<file path="src/include/issue_settings.svh">
// issue stage settings
// widths of the decoded fields carried to execute and the issue slot count
`ifndef ISSUE_SETTINGS_SVH
`define ISSUE_SETTINGS_SVH

// instruction address (pc) width
`define ISSUE_INST_ADDR_WIDTH 32

// architectural register index
`define ISSUE_REG_ADDR_WIDTH 5

// decoded immediate
`define ISSUE_IMM_WIDTH 32

// reorder / commit tag
`define ISSUE_COMMIT_ID_WIDTH 3

// two-way issue, sizes grant and kill masks
`define ISSUE_SLOTS 2

`endif

</file>
<file path="src/logic/issue_pkg.sv">
// issue stage package
// field types shared by the duplicate filter, the slot registers and the checks
`default_nettype none

`include "issue_settings.svh"

package issue_pkg;

    // pc of a decoded instruction
    typedef logic [`ISSUE_INST_ADDR_WIDTH-1:0] inst_addr_t;

    // register file index
    typedef logic [`ISSUE_REG_ADDR_WIDTH-1:0] reg_addr_t;

    typedef logic [`ISSUE_IMM_WIDTH-1:0] imm_t;

    typedef logic [`ISSUE_COMMIT_ID_WIDTH-1:0] commit_id_t;

    // one bit per slot, bit 0 is slot 1
    typedef logic [`ISSUE_SLOTS-1:0] slot_mask_t;

endpackage

`default_nettype wire

</file>
<file path="src/logic/issue_dup_filter.sv">
// issue duplicate filter
// keeps the last address and grant seen by each slot and decides which slots
// go to execute as bubbles: flush, no grant from the hazard unit, or a repeat
// of an instruction that was already issued
`default_nettype none
`timescale 1ns/1ns

`include "issue_settings.svh"

module issue_dup_filter (
    input  wire                        clk,
    input  wire                        rst_n,
    input  wire issue_pkg::inst_addr_t slot1_addr_i,
    input  wire issue_pkg::inst_addr_t slot2_addr_i,
    input  wire issue_pkg::slot_mask_t issue_i,
    input  wire                        flush_i,
    input  wire                        stall_i,
    output issue_pkg::slot_mask_t      kill_o
);

    issue_pkg::inst_addr_t addr_in [`ISSUE_SLOTS];
    issue_pkg::inst_addr_t last_addr_q [`ISSUE_SLOTS];
    issue_pkg::slot_mask_t last_issued_q;
    issue_pkg::slot_mask_t dup;

    assign addr_in[0] = slot1_addr_i;
    assign addr_in[1] = slot2_addr_i;

    // repeat of the previous nonzero address that already got its grant
    always_comb begin
        for (int s = 0; s < `ISSUE_SLOTS; s++) begin
            dup[s] = (addr_in[s] != '0)
                  && (addr_in[s] == last_addr_q[s])
                  && last_issued_q[s];
        end
    end

    // flush kills both slots regardless of grant or history
    assign kill_o = {`ISSUE_SLOTS{flush_i}} | ~issue_i | dup;

    // history follows the decode side, frozen while dispatch stalls
    always_ff @(posedge clk or negedge rst_n) begin
        if (!rst_n) begin
            for (int s = 0; s < `ISSUE_SLOTS; s++) begin
                last_addr_q[s] <= '0;
            end
            last_issued_q <= '0;
        end else if (!stall_i) begin
            if (flush_i) begin
                for (int s = 0; s < `ISSUE_SLOTS; s++) begin
                    last_addr_q[s] <= '0;
                end
                last_issued_q <= '0;
            end else begin
                for (int s = 0; s < `ISSUE_SLOTS; s++) begin
                    last_addr_q[s] <= addr_in[s];
                end
                // raw grant, so a repeating instruction stays suppressed
                last_issued_q <= issue_i;
            end
        end
    end

endmodule

`default_nettype wire

</file>
<file path="src/logic/issue_slot_reg.sv">
// issue slot register
// holds one slot's decoded fields toward execute; a killed slot is loaded as
// an all-zero bubble and a dispatch stall freezes the whole slot
`default_nettype none
`timescale 1ns/1ns

module issue_slot_reg (
    input  wire                        clk,
    input  wire                        rst_n,
    input  wire                        stall_i,
    input  wire                        kill_i,

    // decoded fields from the filter stage
    input  wire issue_pkg::inst_addr_t addr_i,
    input  wire                        reg_we_i,
    input  wire issue_pkg::reg_addr_t  reg_waddr_i,
    input  wire issue_pkg::reg_addr_t  reg1_raddr_i,
    input  wire issue_pkg::reg_addr_t  reg2_raddr_i,
    input  wire issue_pkg::imm_t       imm_i,
    input  wire issue_pkg::commit_id_t commit_id_i,

    // toward execute
    output issue_pkg::inst_addr_t      addr_o,
    output logic                       reg_we_o,
    output issue_pkg::reg_addr_t       reg_waddr_o,
    output issue_pkg::reg_addr_t       reg1_raddr_o,
    output issue_pkg::reg_addr_t       reg2_raddr_o,
    output issue_pkg::imm_t            imm_o,
    output issue_pkg::commit_id_t      commit_id_o
);

    always_ff @(posedge clk or negedge rst_n) begin
        if (!rst_n) begin
            addr_o       <= '0;
            reg_we_o     <= 1'b0;
            reg_waddr_o  <= '0;
            reg1_raddr_o <= '0;
            reg2_raddr_o <= '0;
            imm_o        <= '0;
            commit_id_o  <= '0;
        end else if (!stall_i) begin
            if (kill_i) begin
                // bubble, nothing reaches the register file
                addr_o       <= '0;
                reg_we_o     <= 1'b0;
                reg_waddr_o  <= '0;
                reg1_raddr_o <= '0;
                reg2_raddr_o <= '0;
                imm_o        <= '0;
                commit_id_o  <= '0;
            end else begin
                addr_o       <= addr_i;
                reg_we_o     <= reg_we_i;
                reg_waddr_o  <= reg_waddr_i;
                reg1_raddr_o <= reg1_raddr_i;
                reg2_raddr_o <= reg2_raddr_i;
                imm_o        <= imm_i;
                commit_id_o  <= commit_id_i;
            end
        end
    end

endmodule

`default_nettype wire

</file>
<file path="src/logic/issue_stage.sv">
// issue stage top
// register stage between decode and execute for the two-way core: the
// duplicate filter picks bubbles, one slot register per way carries the fields
`default_nettype none
`timescale 1ns/1ns

module issue_stage (
    input  wire                        clk,
    input  wire                        rst_n,

    // control from the pipeline controller and hazard unit
    input  wire                        flush_i,
    input  wire                        stall_i,
    input  wire issue_pkg::slot_mask_t issue_i,

    // slot 1 from decode
    input  wire issue_pkg::inst_addr_t slot1_addr_i,
    input  wire                        slot1_reg_we_i,
    input  wire issue_pkg::reg_addr_t  slot1_reg_waddr_i,
    input  wire issue_pkg::reg_addr_t  slot1_reg1_raddr_i,
    input  wire issue_pkg::reg_addr_t  slot1_reg2_raddr_i,
    input  wire issue_pkg::imm_t       slot1_imm_i,
    input  wire issue_pkg::commit_id_t slot1_commit_id_i,

    // slot 2 from decode
    input  wire issue_pkg::inst_addr_t slot2_addr_i,
    input  wire                        slot2_reg_we_i,
    input  wire issue_pkg::reg_addr_t  slot2_reg_waddr_i,
    input  wire issue_pkg::reg_addr_t  slot2_reg1_raddr_i,
    input  wire issue_pkg::reg_addr_t  slot2_reg2_raddr_i,
    input  wire issue_pkg::imm_t       slot2_imm_i,
    input  wire issue_pkg::commit_id_t slot2_commit_id_i,

    // slot 1 to execute
    output wire issue_pkg::inst_addr_t slot1_addr_o,
    output wire                        slot1_reg_we_o,
    output wire issue_pkg::reg_addr_t  slot1_reg_waddr_o,
    output wire issue_pkg::reg_addr_t  slot1_reg1_raddr_o,
    output wire issue_pkg::reg_addr_t  slot1_reg2_raddr_o,
    output wire issue_pkg::imm_t       slot1_imm_o,
    output wire issue_pkg::commit_id_t slot1_commit_id_o,

    // slot 2 to execute
    output wire issue_pkg::inst_addr_t slot2_addr_o,
    output wire                        slot2_reg_we_o,
    output wire issue_pkg::reg_addr_t  slot2_reg_waddr_o,
    output wire issue_pkg::reg_addr_t  slot2_reg1_raddr_o,
    output wire issue_pkg::reg_addr_t  slot2_reg2_raddr_o,
    output wire issue_pkg::imm_t       slot2_imm_o,
    output wire issue_pkg::commit_id_t slot2_commit_id_o
);

    // bubble request per slot, bit 0 is slot 1
    wire issue_pkg::slot_mask_t kill;

    issue_dup_filter u_filter (
        .clk          (clk),
        .rst_n        (rst_n),
        .slot1_addr_i (slot1_addr_i),
        .slot2_addr_i (slot2_addr_i),
        .issue_i      (issue_i),
        .flush_i      (flush_i),
        .stall_i      (stall_i),
        .kill_o       (kill)
    );

    issue_slot_reg u_slot1 (
        .clk          (clk),
        .rst_n        (rst_n),
        .stall_i      (stall_i),
        .kill_i       (kill[0]),
        .addr_i       (slot1_addr_i),
        .reg_we_i     (slot1_reg_we_i),
        .reg_waddr_i  (slot1_reg_waddr_i),
        .reg1_raddr_i (slot1_reg1_raddr_i),
        .reg2_raddr_i (slot1_reg2_raddr_i),
        .imm_i        (slot1_imm_i),
        .commit_id_i  (slot1_commit_id_i),
        .addr_o       (slot1_addr_o),
        .reg_we_o     (slot1_reg_we_o),
        .reg_waddr_o  (slot1_reg_waddr_o),
        .reg1_raddr_o (slot1_reg1_raddr_o),
        .reg2_raddr_o (slot1_reg2_raddr_o),
        .imm_o        (slot1_imm_o),
        .commit_id_o  (slot1_commit_id_o)
    );

    issue_slot_reg u_slot2 (
        .clk          (clk),
        .rst_n        (rst_n),
        .stall_i      (stall_i),
        .kill_i       (kill[1]),
        .addr_i       (slot2_addr_i),
        .reg_we_i     (slot2_reg_we_i),
        .reg_waddr_i  (slot2_reg_waddr_i),
        .reg1_raddr_i (slot2_reg1_raddr_i),
        .reg2_raddr_i (slot2_reg2_raddr_i),
        .imm_i        (slot2_imm_i),
        .commit_id_i  (slot2_commit_id_i),
        .addr_o       (slot2_addr_o),
        .reg_we_o     (slot2_reg_we_o),
        .reg_waddr_o  (slot2_reg_waddr_o),
        .reg1_raddr_o (slot2_reg1_raddr_o),
        .reg2_raddr_o (slot2_reg2_raddr_o),
        .imm_o        (slot2_imm_o),
        .commit_id_o  (slot2_commit_id_o)
    );

endmodule

`default_nettype wire

</file>
<file path="config.mk">
export PLATFORM = sky130hd
export DESIGN_NAME = issue_stage
export DESIGN_NICKNAME = d
export VERILOG_FILES = /design/src/logic/issue_pkg.sv /design/src/logic/issue_dup_filter.sv /design/src/logic/issue_slot_reg.sv /design/src/logic/issue_stage.sv
export VERILOG_INCLUDE_DIRS = /design/src /design/src/include
export SDC_FILE = /design/constraint.sdc
export NUM_CORES = 1
export LEC_CHECK = 0
export ABC_AREA = 1
export BUFFER_PORTS_ARGS = -buffer_cell sky130_fd_sc_hd__buf_2
export CORE_MARGIN = 1.5
export CORE_UTILIZATION = 48
export CTS_BUF_LIST = sky130_fd_sc_hd__clkbuf_8
export CTS_CLUSTER_DIAMETER = 40
export CTS_CLUSTER_SIZE = 8
export DETAILED_ROUTE_END_ITERATION = 10
export PLACE_DENSITY_LB_ADDON = 0.08
export SETUP_SLACK_MARGIN = 0.05
export SYNTH_ARGS = -nofsm -noshare
export SYNTH_HDL_FRONTEND = slang
export SYNTH_SLANG_ARGS = --single-unit
</file>
<file path="constraint.sdc">
create_clock -name clk -period 1.35 [get_ports clk]
set_clock_uncertainty 0.15 [all_clocks]
set_input_delay 0 -clock clk [delete_from_list [all_inputs] [get_ports clk]]
set_output_delay 0 -clock clk [all_outputs]
set_load 0.02 [all_outputs]
</file>
# Yosys cells after proc, flatten, opt, wreduce, memory -nomap -nowiden
# Cells that the tools add are included.
[word_totals]
wordCells = 44
output_inout_bits = 166
input_bits = 172
ff_bits = 232
[op_classes]
muxes = 16
bitwise = 3
reduce_logical = 6
n_eq_ne = 2
[ops]
columns = ["operator", "n"]
rows = [
  ["2-to-1 mux 32 bit", 4],
  ["== test 32 bit", 2],
  ["2-to-1 mux 64 bit", 1],
  ["nonzero test 32 bit", 2],
  ["2-to-1 mux 5 bit", 6],
  ["2-to-1 mux 3 bit", 2],
  ["logical AND 1 bit", 4],
  ["OR 2 bit", 2],
  ["2-to-1 mux 1 bit", 2],
  ["2-to-1 mux 2 bit", 1],
  ["NOT 2 bit", 1],
]

# Longest topological paths before layout
# Gate-level depths: netlist of run 1.
[logic_depth]
ltp_word = 5
mapped_depth = 13
mapped_depth_nobuf = 11

# Cells and area by module
# A second synthesis of run 1 with hierarchy kept.
[unflattened]
cells_unflattened = 1303
hier_area_um2 = 10293.6
[by_module_without_submodules]
columns = ["module", "cells_per_inst", "area_per_inst_um2", "seq_area_each_um2", "n_inst"]
rows = [
  ["issue_slot_reg", 351, 3153.0, 2077.0, 2],
  ["issue_dup_filter", 601, 3987.6, 1651.6, 1],
]

# Worst setup path after synthesis of run 1
# No wires, ideal clock.
[synth_timing]
kind = "flip-flop to flip-flop"
start = "register u_filter.last_addr_q[58] (netlist name)"
end = "register u_slot1.addr_o[10]"
n_path_buf = 2
slack_ns = -0.171
stages_incl_launch_ff = 13
arrival_ns = 1.253
required_ns = 1.083
setup_time_ns = 0.117
period_less_slack_ns = 1.521
cell_sequence = "dfrtp_1 -> inv_1 -> nand2_1 -> nand2_1 -> nand2_1 -> nor2_1 -> nand2_1 -> nor2_1 -> nand3_1 -> buf_4 -> buf_6 -> nand3_1 -> nand2_1"
[synth_between]
elab_chain_len = 5
[synth_lines]
columns = ["element", "line_no", "source"]
rows = [
  ["from (decl)", "issue_dup_filter.sv:22", "issue_pkg::inst_addr_t last_addr_q [`ISSUE_SLOTS];"],
  ["from (signal, indexed assignment)", "issue_dup_filter.sv:56", "last_addr_q[s] <= addr_in[s];"],
  ["== test 32 bit", "issue_dup_filter.sv:33", "&& (addr_in[s] == last_addr_q[s])"],
  ["logical AND 1 bit", "issue_dup_filter.sv:33", ""],
  ["logical AND 1 bit", "issue_dup_filter.sv:34", "&& last_issued_q[s];"],
  ["OR 2 bit", "issue_dup_filter.sv:39", "assign kill_o = {`ISSUE_SLOTS{flush_i}} | ~issue_i | dup;"],
  ["2-to-1 mux 32 bit", "issue_slot_reg.sv:42", "if (kill_i) begin"],
  ["to (signal assigned)", "issue_slot_reg.sv:52", "addr_o <= addr_i;"],
  ["to (decl)", "issue_slot_reg.sv:23", "output issue_pkg::inst_addr_t addr_o,"],
]
# Every way passes these cells.
# A chain may end at the register's enable or synchronous reset.

# Worst setup path after layout of run 1
[layout_timing]
start = "register u_filter.last_addr_q[47] (netlist name)"
end = "register u_slot1.imm_o[7]"
[layout_between]
elab_chain_len = 5
[layout_lines]
columns = ["element", "line_no", "source"]
rows = [
  ["== test 32 bit", "issue_dup_filter.sv:33", ""],
  ["logical AND 1 bit", "issue_dup_filter.sv:33", ""],
  ["logical AND 1 bit", "issue_dup_filter.sv:34", ""],
  ["OR 2 bit", "issue_dup_filter.sv:39", ""],
  ["2-to-1 mux 32 bit", "issue_slot_reg.sv:42", ""],
  ["to (signal assigned)", "issue_slot_reg.sv:57", "imm_o <= imm_i;"],
  ["to (decl)", "issue_slot_reg.sv:28", "output issue_pkg::imm_t imm_o,"],
]
# Every way passes these cells.

==> results.sh, run 1 <==
export IMPL_r2r_start="u_filter.last_addr_q[47]$_DFFE_PN0N_"
export IMPL_antenna_found_initial=3
export IMPL_synth_mux_area_share_pct=0
export IMPL_cpLargestDelayFamily="simple AND/OR/NAND/NOR gates"
export IMPL_synth_top_area_share_pct=56.3
export IMPL_first_pass_iters=5
export IMPL_cts_buffer_depth=3
export IMPL_num_rows=53
export IMPL_post_route_period_util_pct=135
export IMPL_timing_hold_ws_ns=-0.0243
export IMPL_drive_above_1_share_pct=33.8
export IMPL_grt_pass1_vias=10840
export IMPL_hold_violations=2
export IMPL_drc=0
export IMPL_portBuffers=337
export IMPL_yosysWarnings=0
export IMPL_cp_data_arrival_time_ns=2.07
export IMPL_viasPerCell=5.18
export IMPL_placed_cells=1914
export IMPL_routed_wirelength_mm=37.9
export IMPL_die_area_um2=22400
export IMPL_post_route_util_pct=78.1
export IMPL_setup_viol=226
export IMPL_worst_r2r_path_depth=12
export IMPL_crit_chain="nand2_1 -> nand2_1 -> inv_1 -> nand2_1 -> nor2_1 -> nand2_1 -> nor2_2 -> nand3_4 -> buf_12 -> clkbuf_16 -> nand3_2 -> nand2_1"
export IMPL_ys_seq_area_share_pct=56.3
export IMPL_start_util_pct=49.1
export IMPL_clock_fmax_mhz=549
export IMPL_crit_path_max_fanout=8
export IMPL_syn_to_final_growth_pct=59.2
export IMPL_synth_most_common_cell="nand2_1"
export IMPL_crit_path_top_delay_cell="dfrtp_1"
export IMPL_synthCells=1267
export IMPL_clock_latency_ns=0.54
export IMPL_synth_xor_area_share_pct=1.70
export IMPL_relSlewSlack_pct=69.9
export IMPL_peakVddDrop_mv=1.01
export IMPL_holdPathStages=6
export IMPL_grt_max_degree=90
export IMPL_post_drt_wl_per_cell_um=17.4
export IMPL_fin_nets=2049
export IMPL_synth_area_top_cells="dfrtp_1, nand2_1, nand3_1"
export IMPL_dieHeight_um=150
export IMPL_drtIter0Drc=639
export IMPL_cp_end_kind="register"
export IMPL_num_vias=11301
export IMPL_max_cap_viol_count=0
export IMPL_tightest_slew_ns=0.451
export IMPL_crit_required_ns=1.60
export IMPL_clock_sinks=232
export IMPL_dp_hpwl_mm=20.7
export IMPL_status="complete, but fails checks"
export IMPL_period_needed_ns=1.82
export IMPL_synth_fa_ha_area_share_pct=0
export IMPL_h_tree_depth=2
export IMPL_hp_start="stall_i"
export IMPL_grt_remaining_overflow=0
export IMPL_hp_class="input pin to register"
export IMPL_place_gp_congestion=0.799
export IMPL_cts_tree="built"
export IMPL_synth_distinct_cells=18
export IMPL_rsz0062_at_grt="yes"
export IMPL_cts_root_buf="clkbuf_8"
export IMPL_synth_common_cells="nand2_1, dfrtp_1, nand3_1, inv_1, nor2_1"
export IMPL_hold_path_endpoint="u_slot1.addr_o[27]$_DFFE_PN0N_"
export IMPL_crit_top_cell="nand2_1"
export IMPL_numCtsBuffers=41
export IMPL_cp_start_kind="register"
export IMPL_critPathBufInv=3
export IMPL_grt_pass1_wl_mm=53.1
export IMPL_track_usage_pct=29.8
export IMPL_synthFlopType="dfrtp_1"
export IMPL_netlist_area_um2=10300
export IMPL_p_total_mw=17.2
export IMPL_worst_r2r_setup_slack_ns=-0.47
export IMPL_fin_ws_ns=-0.471
export IMPL_slowest_delay_ns=0.38
export IMPL_synth_top_area_cell="dfrtp_1"
export IMPL_synth_top_family_by_area="simple AND/OR/NAND/NOR gates"
export IMPL_slew_viol_final=0
export IMPL_synth_seq_cells=232
export IMPL_fin_cells=2180
export IMPL_synth_fp_nets=1439
export IMPL_boundaryPins=338
export IMPL_critical_path_class="register to register"
export IMPL_clk_pin_slew_ns=0.07
export IMPL_synth_simple_area_share_pct=29.7
export IMPL_synth_compound_area_share_pct=4.28
export IMPL_synth_edf_count=0
export IMPL_synth_avg_cell_area_um2=8.14
export IMPL_violations="negative hold slack, negative setup slack"
export IMPL_rr_endpoint="u_slot1.imm_o[7]$_DFFE_PN0N_"
export IMPL_die_w_um=150
export IMPL_async_reset_ff_share_pct=100
export IMPL_post_place_ws_ns=-0.409
export IMPL_leakage_nw=9.09
export IMPL_antenna_left=0
export IMPL_fin_area_um2=16400
export IMPL_p_per_area_nw_per_um2=1050
export IMPL_fp_coreArea_um2=21000
export IMPL_placed_area_um2=13200
-- report_power, final --
group / internal, mW / switching, mW / total, mW
logic: 1.34 / 1.72 / 3.06
registers: 7.39 / 0.250 / 7.64
clock network: 3.53 / 2.97 / 6.51
total: 12.3 / 4.94 / 17.2
-- flip-flops by register name (all words and copies together) (netlist names) --
| signal | count |
|---|---|
| u_slot1.commit_id_o | 3 |
| u_slot2.reg2_raddr_o | 5 |
| u_slot2.reg_we_o | 1 |
| u_filter.last_issued_q | 2 |
| u_filter.last_addr_q | 64 |
| u_slot1.imm_o | 32 |
| u_slot1.reg_waddr_o | 5 |
| u_slot1.addr_o | 32 |
| u_slot2.imm_o | 32 |
| u_slot2.addr_o | 32 |
| u_slot1.reg2_raddr_o | 5 |
| u_slot2.reg1_raddr_o | 5 |
| u_slot2.reg_waddr_o | 5 |
| u_slot2.commit_id_o | 3 |
| u_slot1.reg1_raddr_o | 5 |
| u_slot1.reg_we_o | 1 |
-- worst min-delay path, stage by stage --
cell and delay (ns):
buf_6 0.08, or2_2 0.22, nor2_4 0.06, buf_12 0.15, nand3_2 0.07, nand2_1 0.04
-- cells in the final DEF, fill, tap and decap left out, types with 3 or more instances in the layout --
cell type / count
buf_12: 17
buf_2: 334
buf_4: 88
buf_6: 13
buf_8: 3
clkbuf_16: 7
clkbuf_8: 50
clkinv_1: 11
clkinv_2: 7
clkinvlp_4: 3
dfrtp_1: 232
diode_2: 3
dlygate4sd3_1: 173
inv_1: 101
inv_2: 8
nand2_1: 498
nand2_2: 10
nand3_1: 88
nand3_2: 88
nand3_4: 4
nor2_1: 56
nor2_2: 5
nor2_4: 3
o21ai_0: 33
o22ai_1: 41
xnor2_1: 16
xor2_1: 4
-- how the worst max path moves through the flow --
stage               slack [ns]  cells past startpoint                        endpoint                                 start
finish                   -0.47                     12    u_slot1.imm_o[7]$_DFFE_PN0N_  u_filter.last_addr_q[47]$_DFFE_PN0N_
global route             -0.58                     13    u_slot1.imm_o[7]$_DFFE_PN0N_  u_filter.last_addr_q[49]$_DFFE_PN0N_
CTS                      -0.37                     11   u_slot2.imm_o[18]$_DFFE_PN0N_  u_filter.last_addr_q[26]$_DFFE_PN0N_
detailed placement       -0.41                      9   u_slot1.imm_o[28]$_DFFE_PN0N_  u_filter.last_addr_q[44]$_DFFE_PN0N_
global placement         -0.39                      9    u_slot1.imm_o[7]$_DFFE_PN0N_  u_filter.last_addr_q[42]$_DFFE_PN0N_
floorplan                -0.16                     10  u_slot1.addr_o[10]$_DFFE_PN0N_  u_filter.last_addr_q[46]$_DFFE_PN0N_
-- per-layer routing --
layer,global-route usage (%),up-vias,part of all wire (%)
li1,-,5212,-
met2,49.1,543,49
met1,38.1,5425,39
met5,0,-,0
met3,5.73,121,7.5
met4,13.1,0,4.5
-- final cells by class --
class	instances	area [µm²]
Antenna cell	3	7.51
Clock buffer	50	688
Timing Repair Buffer	636	4800
Sequential cell	232	5810
Clock inverter	18	114
Tap cell	275	344
Multi-Input combinational cell	853	4230
Inverter	113	424
Fill cell	1398	4610
-- through the flow --
step	setup TNS, ns	hold WS [ns]
after floorplan	-22.77	-0.446
after global placement	-57.25	-0.202
after detailed placement	-60.47	-0.205
after CTS	-54.25	0.0380
after global routing	-87.63	-0.0111
final	-70.01	-0.0243
-- cells by family (layout without fill, tap and decap cells) --
kind of cell	Yosys count	count (layout)
flops	232	232
other cells	0	3
buf+inv	182	817
compound gates	78	78
xor+xnor	20	20
simple gates	755	755
-- what timing repair did --
action | 4_1_cts | 5_1_grt
setup buffers | 0 | 6
endpoints found under the hold margin | 464 | 85
pin swaps | 2 | 21
hold buffers | 173 | 1
cloned | 0 | 16
resized for setup | 7 | 88
setup endpoints to repair | 166 | 304
Power figures use the tool's default switching activity.
==> run 2, diff against run 1 <==
--- a/config.mk
+++ b/config.mk
@@ -15,7 +15,7 @@
 export CTS_CLUSTER_SIZE = 8
 export DETAILED_ROUTE_END_ITERATION = 10
 export PLACE_DENSITY_LB_ADDON = 0.08
-export SETUP_SLACK_MARGIN = 0.05
+export SETUP_SLACK_MARGIN = 0.02
 export SYNTH_ARGS = -nofsm -noshare
 export SYNTH_HDL_FRONTEND = slang
 export SYNTH_SLANG_ARGS = --single-unit
==> run 2 against run 1 <==
The run still ends with negative hold slack, negative setup slack left; final area about the same; combinational power about the same; sequential share of layout area barely moved; clock power hardly changed; worst hold slack got worse by 0.0015 ns; final cell count stayed put; via count stayed put; die area unchanged; highest routed layer unchanged.
==> results.sh, run 2 (synthesis results as in run 1) <==
export IMPL_post_route_period_util_pct=135
export IMPL_slew_viol_final=0
export IMPL_holdPathStages=6
export IMPL_drive_above_1_share_pct=33.8
export IMPL_hold_path_endpoint="u_slot1.addr_o[27]$_DFFE_PN0N_"
export IMPL_fin_nets=2049
export IMPL_place_gp_congestion=0.799
export IMPL_syn_to_final_growth_pct=59.1
export IMPL_drtIter0Drc=743
export IMPL_dieHeight_um=150
export IMPL_rr_endpoint="u_slot1.imm_o[7]$_DFFE_PN0N_"
export IMPL_portBuffers=337
export IMPL_antenna_found_initial=3
export IMPL_numCtsBuffers=41
export IMPL_boundaryPins=338
export IMPL_h_tree_depth=2
export IMPL_grt_pass1_wl_mm=53.1
export IMPL_hp_start="stall_i"
export IMPL_track_usage_pct=29.8
export IMPL_slowest_delay_ns=0.38
export IMPL_fin_ws_ns=-0.471
export IMPL_routed_wirelength_mm=37.9
export IMPL_most_common_layout_cells="nand2_1, buf_2, dfrtp_1, dlygate4sd3_1, inv_1"
export IMPL_dp_hpwl_mm=20.7
export IMPL_timing_hold_ws_ns=-0.0258
export IMPL_antenna_left=0
export IMPL_cts_root_buf="clkbuf_8"
export IMPL_clock_fmax_mhz=549
export IMPL_num_vias=11301
export IMPL_worst_r2r_path_depth=12
export IMPL_hp_class="input pin to register"
export IMPL_start_util_pct=49.1
export IMPL_fin_cells=2180
export IMPL_viasPerCell=5.18
export IMPL_multiInputGateArea_um2=4230
export IMPL_num_rows=53
export IMPL_crit_top_cell="nand2_1"
export IMPL_post_drt_wl_per_cell_um=17.4
export IMPL_r2r_start="u_filter.last_addr_q[47]$_DFFE_PN0N_"
export IMPL_status="complete, but fails checks"
export IMPL_drc=0
export IMPL_leakage_nw=9.09
export IMPL_p_per_area_nw_per_um2=1050
export IMPL_clk_pin_slew_ns=0.07
export IMPL_hold_violations=2
export IMPL_violations="negative hold slack, negative setup slack"
export IMPL_rsz0062_at_grt="yes"
export IMPL_cts_tree="built"
export IMPL_die_area_um2=22400
export IMPL_grt_max_degree=90
export IMPL_fillers=1397
export IMPL_max_cap_viol_count=0
export IMPL_peakVddDrop_mv=1.01
export IMPL_cp_data_arrival_time_ns=2.08
export IMPL_critical_path_class="register to register"
export IMPL_period_needed_ns=1.82
export IMPL_cp_start_kind="register"
export IMPL_tightest_slew_ns=0.458
export IMPL_placed_cells=1914
export IMPL_crit_path_top_delay_cell="dfrtp_1"
export IMPL_die_w_um=150
export IMPL_largest_register_ffs=64
export IMPL_crit_chain="nand2_1 -> nand2_1 -> inv_1 -> nand2_1 -> nor2_1 -> nand2_1 -> nor2_2 -> nand3_4 -> buf_12 -> clkbuf_16 -> nand3_2 -> nand2_1"
export IMPL_relSlewSlack_pct=69.5
export IMPL_setup_viol=226
export IMPL_worst_r2r_setup_slack_ns=-0.47
export IMPL_grt_remaining_overflow=0
export IMPL_post_route_util_pct=78.0
export IMPL_cts_buffer_depth=3
export IMPL_crit_path_max_fanout=8
export IMPL_final_setup_tns_ns=-70.44
export IMPL_top_register="u_filter.last_addr_q"
export IMPL_crit_required_ns=1.61
export IMPL_first_pass_iters=5
export IMPL_layout_commonest_cell="nand2_1"
export IMPL_fp_coreArea_um2=21000
export IMPL_clock_sinks=232
export IMPL_cp_end_kind="register"
export IMPL_ff_latch_area_um2=5810
export IMPL_grt_pass1_vias=10840
export IMPL_clock_latency_ns=0.54
==> run 2: cell counts in the layout (fill, tap and decap cells not counted) <==
No cell type changed its count.
==> run 2: repair_timing <==
action,4_1_cts,5_1_grt
endpoints found under the setup margin,166,252
pin swaps,2,21
gates resized for setup,7,83
hold endpoints to repair,464,85
hold buffers,173,1
setup buffers,0,6
gates cloned,0,16
==> run 2: critical path, delay by kind of cell (launching register included) <==
| family | cells | cell delay (ns) |
|---|---|---|
| DFF | 1 | 0.38 |
| and+or+nand+nor | 9 | 0.74 |
| buffers and inverters | 3 | 0.39 |
==> run 2: layer usage <==
metal  wire length [µm]  global-route usage [%]
met1              14700                    38.1
met2              18600                    49.1
met3               2790                    5.73
met4               1810                    13.1
met5                  0                       0
==> run 2: cell type report <==
class | instances | area share [%]
Inverter | 113 | 2.59
Antenna cell | 3 | 0.0458
Clock buffer | 50 | 4.19
Clock inverter | 18 | 0.694
Sequential cell | 232 | 35.4
Multi-Input combinational cell | 853 | 25.8
Tap cell | 275 | 2.10
Timing Repair Buffer | 636 | 29.2
==> run 2: metrics by stage <==
stage / total power, mW / area (µm²) / worst slack (ns)
finish: 17.2 / 16400 / -0.471
global route: 17.9 / 16400 / -0.576
CTS: 17.1 / 15700 / -0.367
detailed placement: 10.2 / 13200 / -0.409
global placement: 10.2 / 13200 / -0.390
floorplan: 8.93 / 10500 / -0.157
==> run 2: worst max path at each step <==
| stage | slack (ns) | start | to | depth (start not counted) |
|---|---|---|---|---|
| floorplan | -0.16 | u_filter.last_addr_q[46]$_DFFE_PN0N_ | u_slot1.addr_o[10]$_DFFE_PN0N_ | 10 |
| CTS | -0.37 | u_filter.last_addr_q[26]$_DFFE_PN0N_ | u_slot2.imm_o[18]$_DFFE_PN0N_ | 11 |
| global route | -0.58 | u_filter.last_addr_q[49]$_DFFE_PN0N_ | u_slot1.imm_o[7]$_DFFE_PN0N_ | 13 |
| finish | -0.47 | u_filter.last_addr_q[47]$_DFFE_PN0N_ | u_slot1.imm_o[7]$_DFFE_PN0N_ | 12 |
| detailed placement | -0.41 | u_filter.last_addr_q[44]$_DFFE_PN0N_ | u_slot1.imm_o[28]$_DFFE_PN0N_ | 9 |
| global placement | -0.39 | u_filter.last_addr_q[42]$_DFFE_PN0N_ | u_slot1.imm_o[7]$_DFFE_PN0N_ | 9 |
==> run 2: where the power goes <==
part           switching (mW)  internal [mW]
Clock                    2.96           3.53
Combinational            1.72           1.34
Sequential              0.249           7.39
Total                    4.93           12.3
==> run 3, diff against run 2 <==
--- a/config.mk
+++ b/config.mk
@@ -6,10 +6,8 @@
 export SDC_FILE = /design/constraint.sdc
 export NUM_CORES = 1
 export LEC_CHECK = 0
-export ABC_AREA = 1
 export BUFFER_PORTS_ARGS = -buffer_cell sky130_fd_sc_hd__buf_2
-export CORE_MARGIN = 1.5
-export CORE_UTILIZATION = 48
+export CORE_UTILIZATION = 46
 export CTS_BUF_LIST = sky130_fd_sc_hd__clkbuf_8
 export CTS_CLUSTER_DIAMETER = 40
 export CTS_CLUSTER_SIZE = 8
==> run 3 against run 2 <==
The flow finishes with violations (negative setup slack); via count down 25%; worst hold slack better by 0.051 ns; final cell count down 26%; first-iteration DRC count shrank 43%; critical path type unchanged; largest cell class unchanged.
==> results.sh, run 3 <==
export IMPL_cts_root_buf="clkbuf_8"
export IMPL_crit_required_ns=1.61
export IMPL_dp_hpwl_mm=17.7
export IMPL_post_drt_wl_per_cell_um=18.3
export IMPL_leakage_nw=7.30
export IMPL_clk_pin_slew_ns=0.06
export IMPL_p_total_mw=16.6
export IMPL_drive_above_1_share_pct=35.9
export IMPL_ys_seq_area_share_pct=61.6
export IMPL_cp_data_arrival_time_ns=2.28
export IMPL_hp_class="input pin to register"
export IMPL_num_rows=51
export IMPL_clock_latency_ns=0.54
export IMPL_start_util_pct=47.6
export IMPL_max_cap_viol_count=0
export IMPL_h_tree_depth=2
export IMPL_fillers=1397
export IMPL_antenna_left=0
export IMPL_fin_nets=1509
export IMPL_post_route_util_pct=73.2
export IMPL_post_place_ws_ns=-0.724
export IMPL_die_area_um2=21100
export IMPL_grt_pass1_vias=8670
export IMPL_startpoint="u_filter.last_addr_q[54]$_DFFE_PN0N_"
export IMPL_fin_ws_ns=-0.672
export IMPL_place_gp_congestion=0.794
export IMPL_violations="negative setup slack"
export IMPL_synth_top_area_cell="dfrtp_1"
export IMPL_async_reset_ff_share_pct=100
export IMPL_synth_edf_count=0
export IMPL_setup_viol=166
export IMPL_synth_common_cells="dfrtp_1, a22o_1, nand2_1, nand2b_1, o21ai_0"
export IMPL_synth_area_top_cells="dfrtp_1, a22o_1, xnor2_1"
export IMPL_fin_cells=1623
export IMPL_syn_to_final_growth_pct=53.7
export IMPL_top_register="u_filter.last_addr_q"
export IMPL_fin_area_um2=14500
export IMPL_worstSetupEndpoint="u_slot1.imm_o[17]$_DFFE_PN0N_"
export IMPL_synth_most_common_cell="dfrtp_1"
export IMPL_rsz0062_at_grt="yes"
export IMPL_track_usage_pct=28.3
export IMPL_hp_start="stall_i"
export IMPL_boundaryPins=338
export IMPL_synth_fp_nets=935
export IMPL_crit_path_max_fanout=62
export IMPL_viasPerCell=5.20
export IMPL_synth_seq_cells=232
export IMPL_placed_cells=1385
export IMPL_drc=0
export IMPL_synthCells=763
export IMPL_rr_endpoint="u_slot1.imm_o[17]$_DFFE_PN0N_"
export IMPL_routed_wirelength_mm=29.6
export IMPL_p_per_area_nw_per_um2=1140
export IMPL_hold_violations=0
export IMPL_synth_xor_area_share_pct=5.95
export IMPL_dieHeight_um=145
export IMPL_drtIter0Drc=424
export IMPL_numCtsBuffers=40
export IMPL_relSlewSlack_pct=54.3
export IMPL_antenna_found_initial=3
export IMPL_num_vias=8445
export IMPL_placed_area_um2=11900
export IMPL_die_w_um=145
export IMPL_tightest_slew_ns=0.685
export IMPL_portBuffers=337
export IMPL_period_needed_ns=2.02
export IMPL_cp_start_kind="register"
export IMPL_layout_commonest_cell="buf_2"
export IMPL_cp_end_kind="register"
export IMPL_netlist_area_um2=9420
export IMPL_synth_distinct_cells=19
export IMPL_most_common_layout_cells="buf_2, dfrtp_1, dlygate4sd3_1, a22o_1, nand2_1"
export IMPL_slew_viol_final=0
export IMPL_post_route_period_util_pct=150
export IMPL_status="complete, but fails checks"
export IMPL_grt_pass1_wl_mm=47.0
export IMPL_synth_top_area_share_pct=61.6
export IMPL_yosysWarnings=0
export IMPL_synth_top_family_by_area="compound AO/OA/AOI/OAI gates"
export IMPL_synth_simple_area_share_pct=9.68
export IMPL_largest_register_ffs=64
export IMPL_synth_avg_cell_area_um2=12.3
export IMPL_grt_max_degree=161
export IMPL_worst_r2r_path_depth=6
export IMPL_worst_r2r_setup_slack_ns=-0.67
export IMPL_clock_fmax_mhz=495
export IMPL_critical_path_class="register to register"
export IMPL_peakVddDrop_mv=0.715
export IMPL_cts_buffer_depth=3
export IMPL_cts_tree="built"
export IMPL_first_pass_iters=4
export IMPL_synth_fa_ha_area_share_pct=0
export IMPL_ff_latch_area_um2=5810
export IMPL_synthFlopType="dfrtp_1"
export IMPL_fp_coreArea_um2=19800
export IMPL_clock_sinks=232
export IMPL_synth_mux_area_share_pct=0
export IMPL_r2r_start="u_filter.last_addr_q[54]$_DFFE_PN0N_"
export IMPL_multiInputGateArea_um2=3380
export IMPL_grt_remaining_overflow=0
export IMPL_synth_compound_area_share_pct=19.2
[run 3: metal layers]
metal  track usage [%]  routed length (µm)  share of wire [%]
met4              11.9                1060                3.6
met1              36.7               12500                 42
met5                 0                   0                  0
met2              45.2               14000                 47
met3              7.17                2020                6.8
[run 3: layout make-up]
cell class              instances  area share [%]
diodes                          3          0.0519
clock buffers                  49            4.66
multi-input cells             473            23.3
well taps                     265            2.29
flip-flops and latches        232            40.1
repair buffers                590            29.1
clock inverters                11           0.467
[run 3: power by group]
| group | internal [mW] | switching [mW] | total, mW |
|---|---|---|---|
| logic | 1.37 | 1.45 | 2.82 |
| clock network | 3.26 | 2.82 | 6.08 |
| registers | 7.39 | 0.266 | 7.65 |
[run 3: what timing repair did]
action	4_1_cts	5_1_grt
gates resized for setup	5	7
pin swaps	1	2
hold buffers	174	0
hold endpoints to repair	464	0
buffers inserted	0	1
endpoints found under the setup margin	166	166
[run 3: critical path, cell delays in order, from the launching register on]
cell      delay (ns)
dfrtp_1         0.39
xor2_1          0.16
nor4_1          0.35
o2111a_1        0.28
a31oi_4         0.12
buf_12          0.22
a22o_1          0.23
[run 3: how the worst min path moves through the flow]
stage | endpoint | slack (ns) | cells past startpoint
6_report | u_filter.last_addr_q[1]$_DFFE_PN0N_ | 0.02 | 5
5_1_grt | u_slot2.reg2_raddr_o[4]$_DFFE_PN0N_ | 0.06 | 3
4_1_cts | u_slot1.imm_o[31]$_DFFE_PN0N_ | 0.03 | 3
3_5_place_dp | u_slot2.imm_o[19]$_DFFE_PN0N_ | -0.21 | 1
3_3_place_gp | u_slot2.imm_o[19]$_DFFE_PN0N_ | -0.21 | 1
2_1_floorplan | u_filter.last_addr_q[0]$_DFFE_PN0N_ | -0.45 | 0
[run 3: cell families (layout without fill, tap and decap cells)]
family          after synthesis  count (layout)
compound gates              234             234
flops                       232             232
simple gates                175             175
xor+xnor                     64              64
buf+inv                      58             650
other cells                   0               3
[run 3: through the flow]
step	setup TNS, ns	hold WS [ns]
floorplan	-66.57	-0.446
CTS	-104.15	0.0302
detailed placement	-112.43	-0.211
global placement	-110.64	-0.209
finish	-102.91	0.0247
global route	-119.41	0.0553
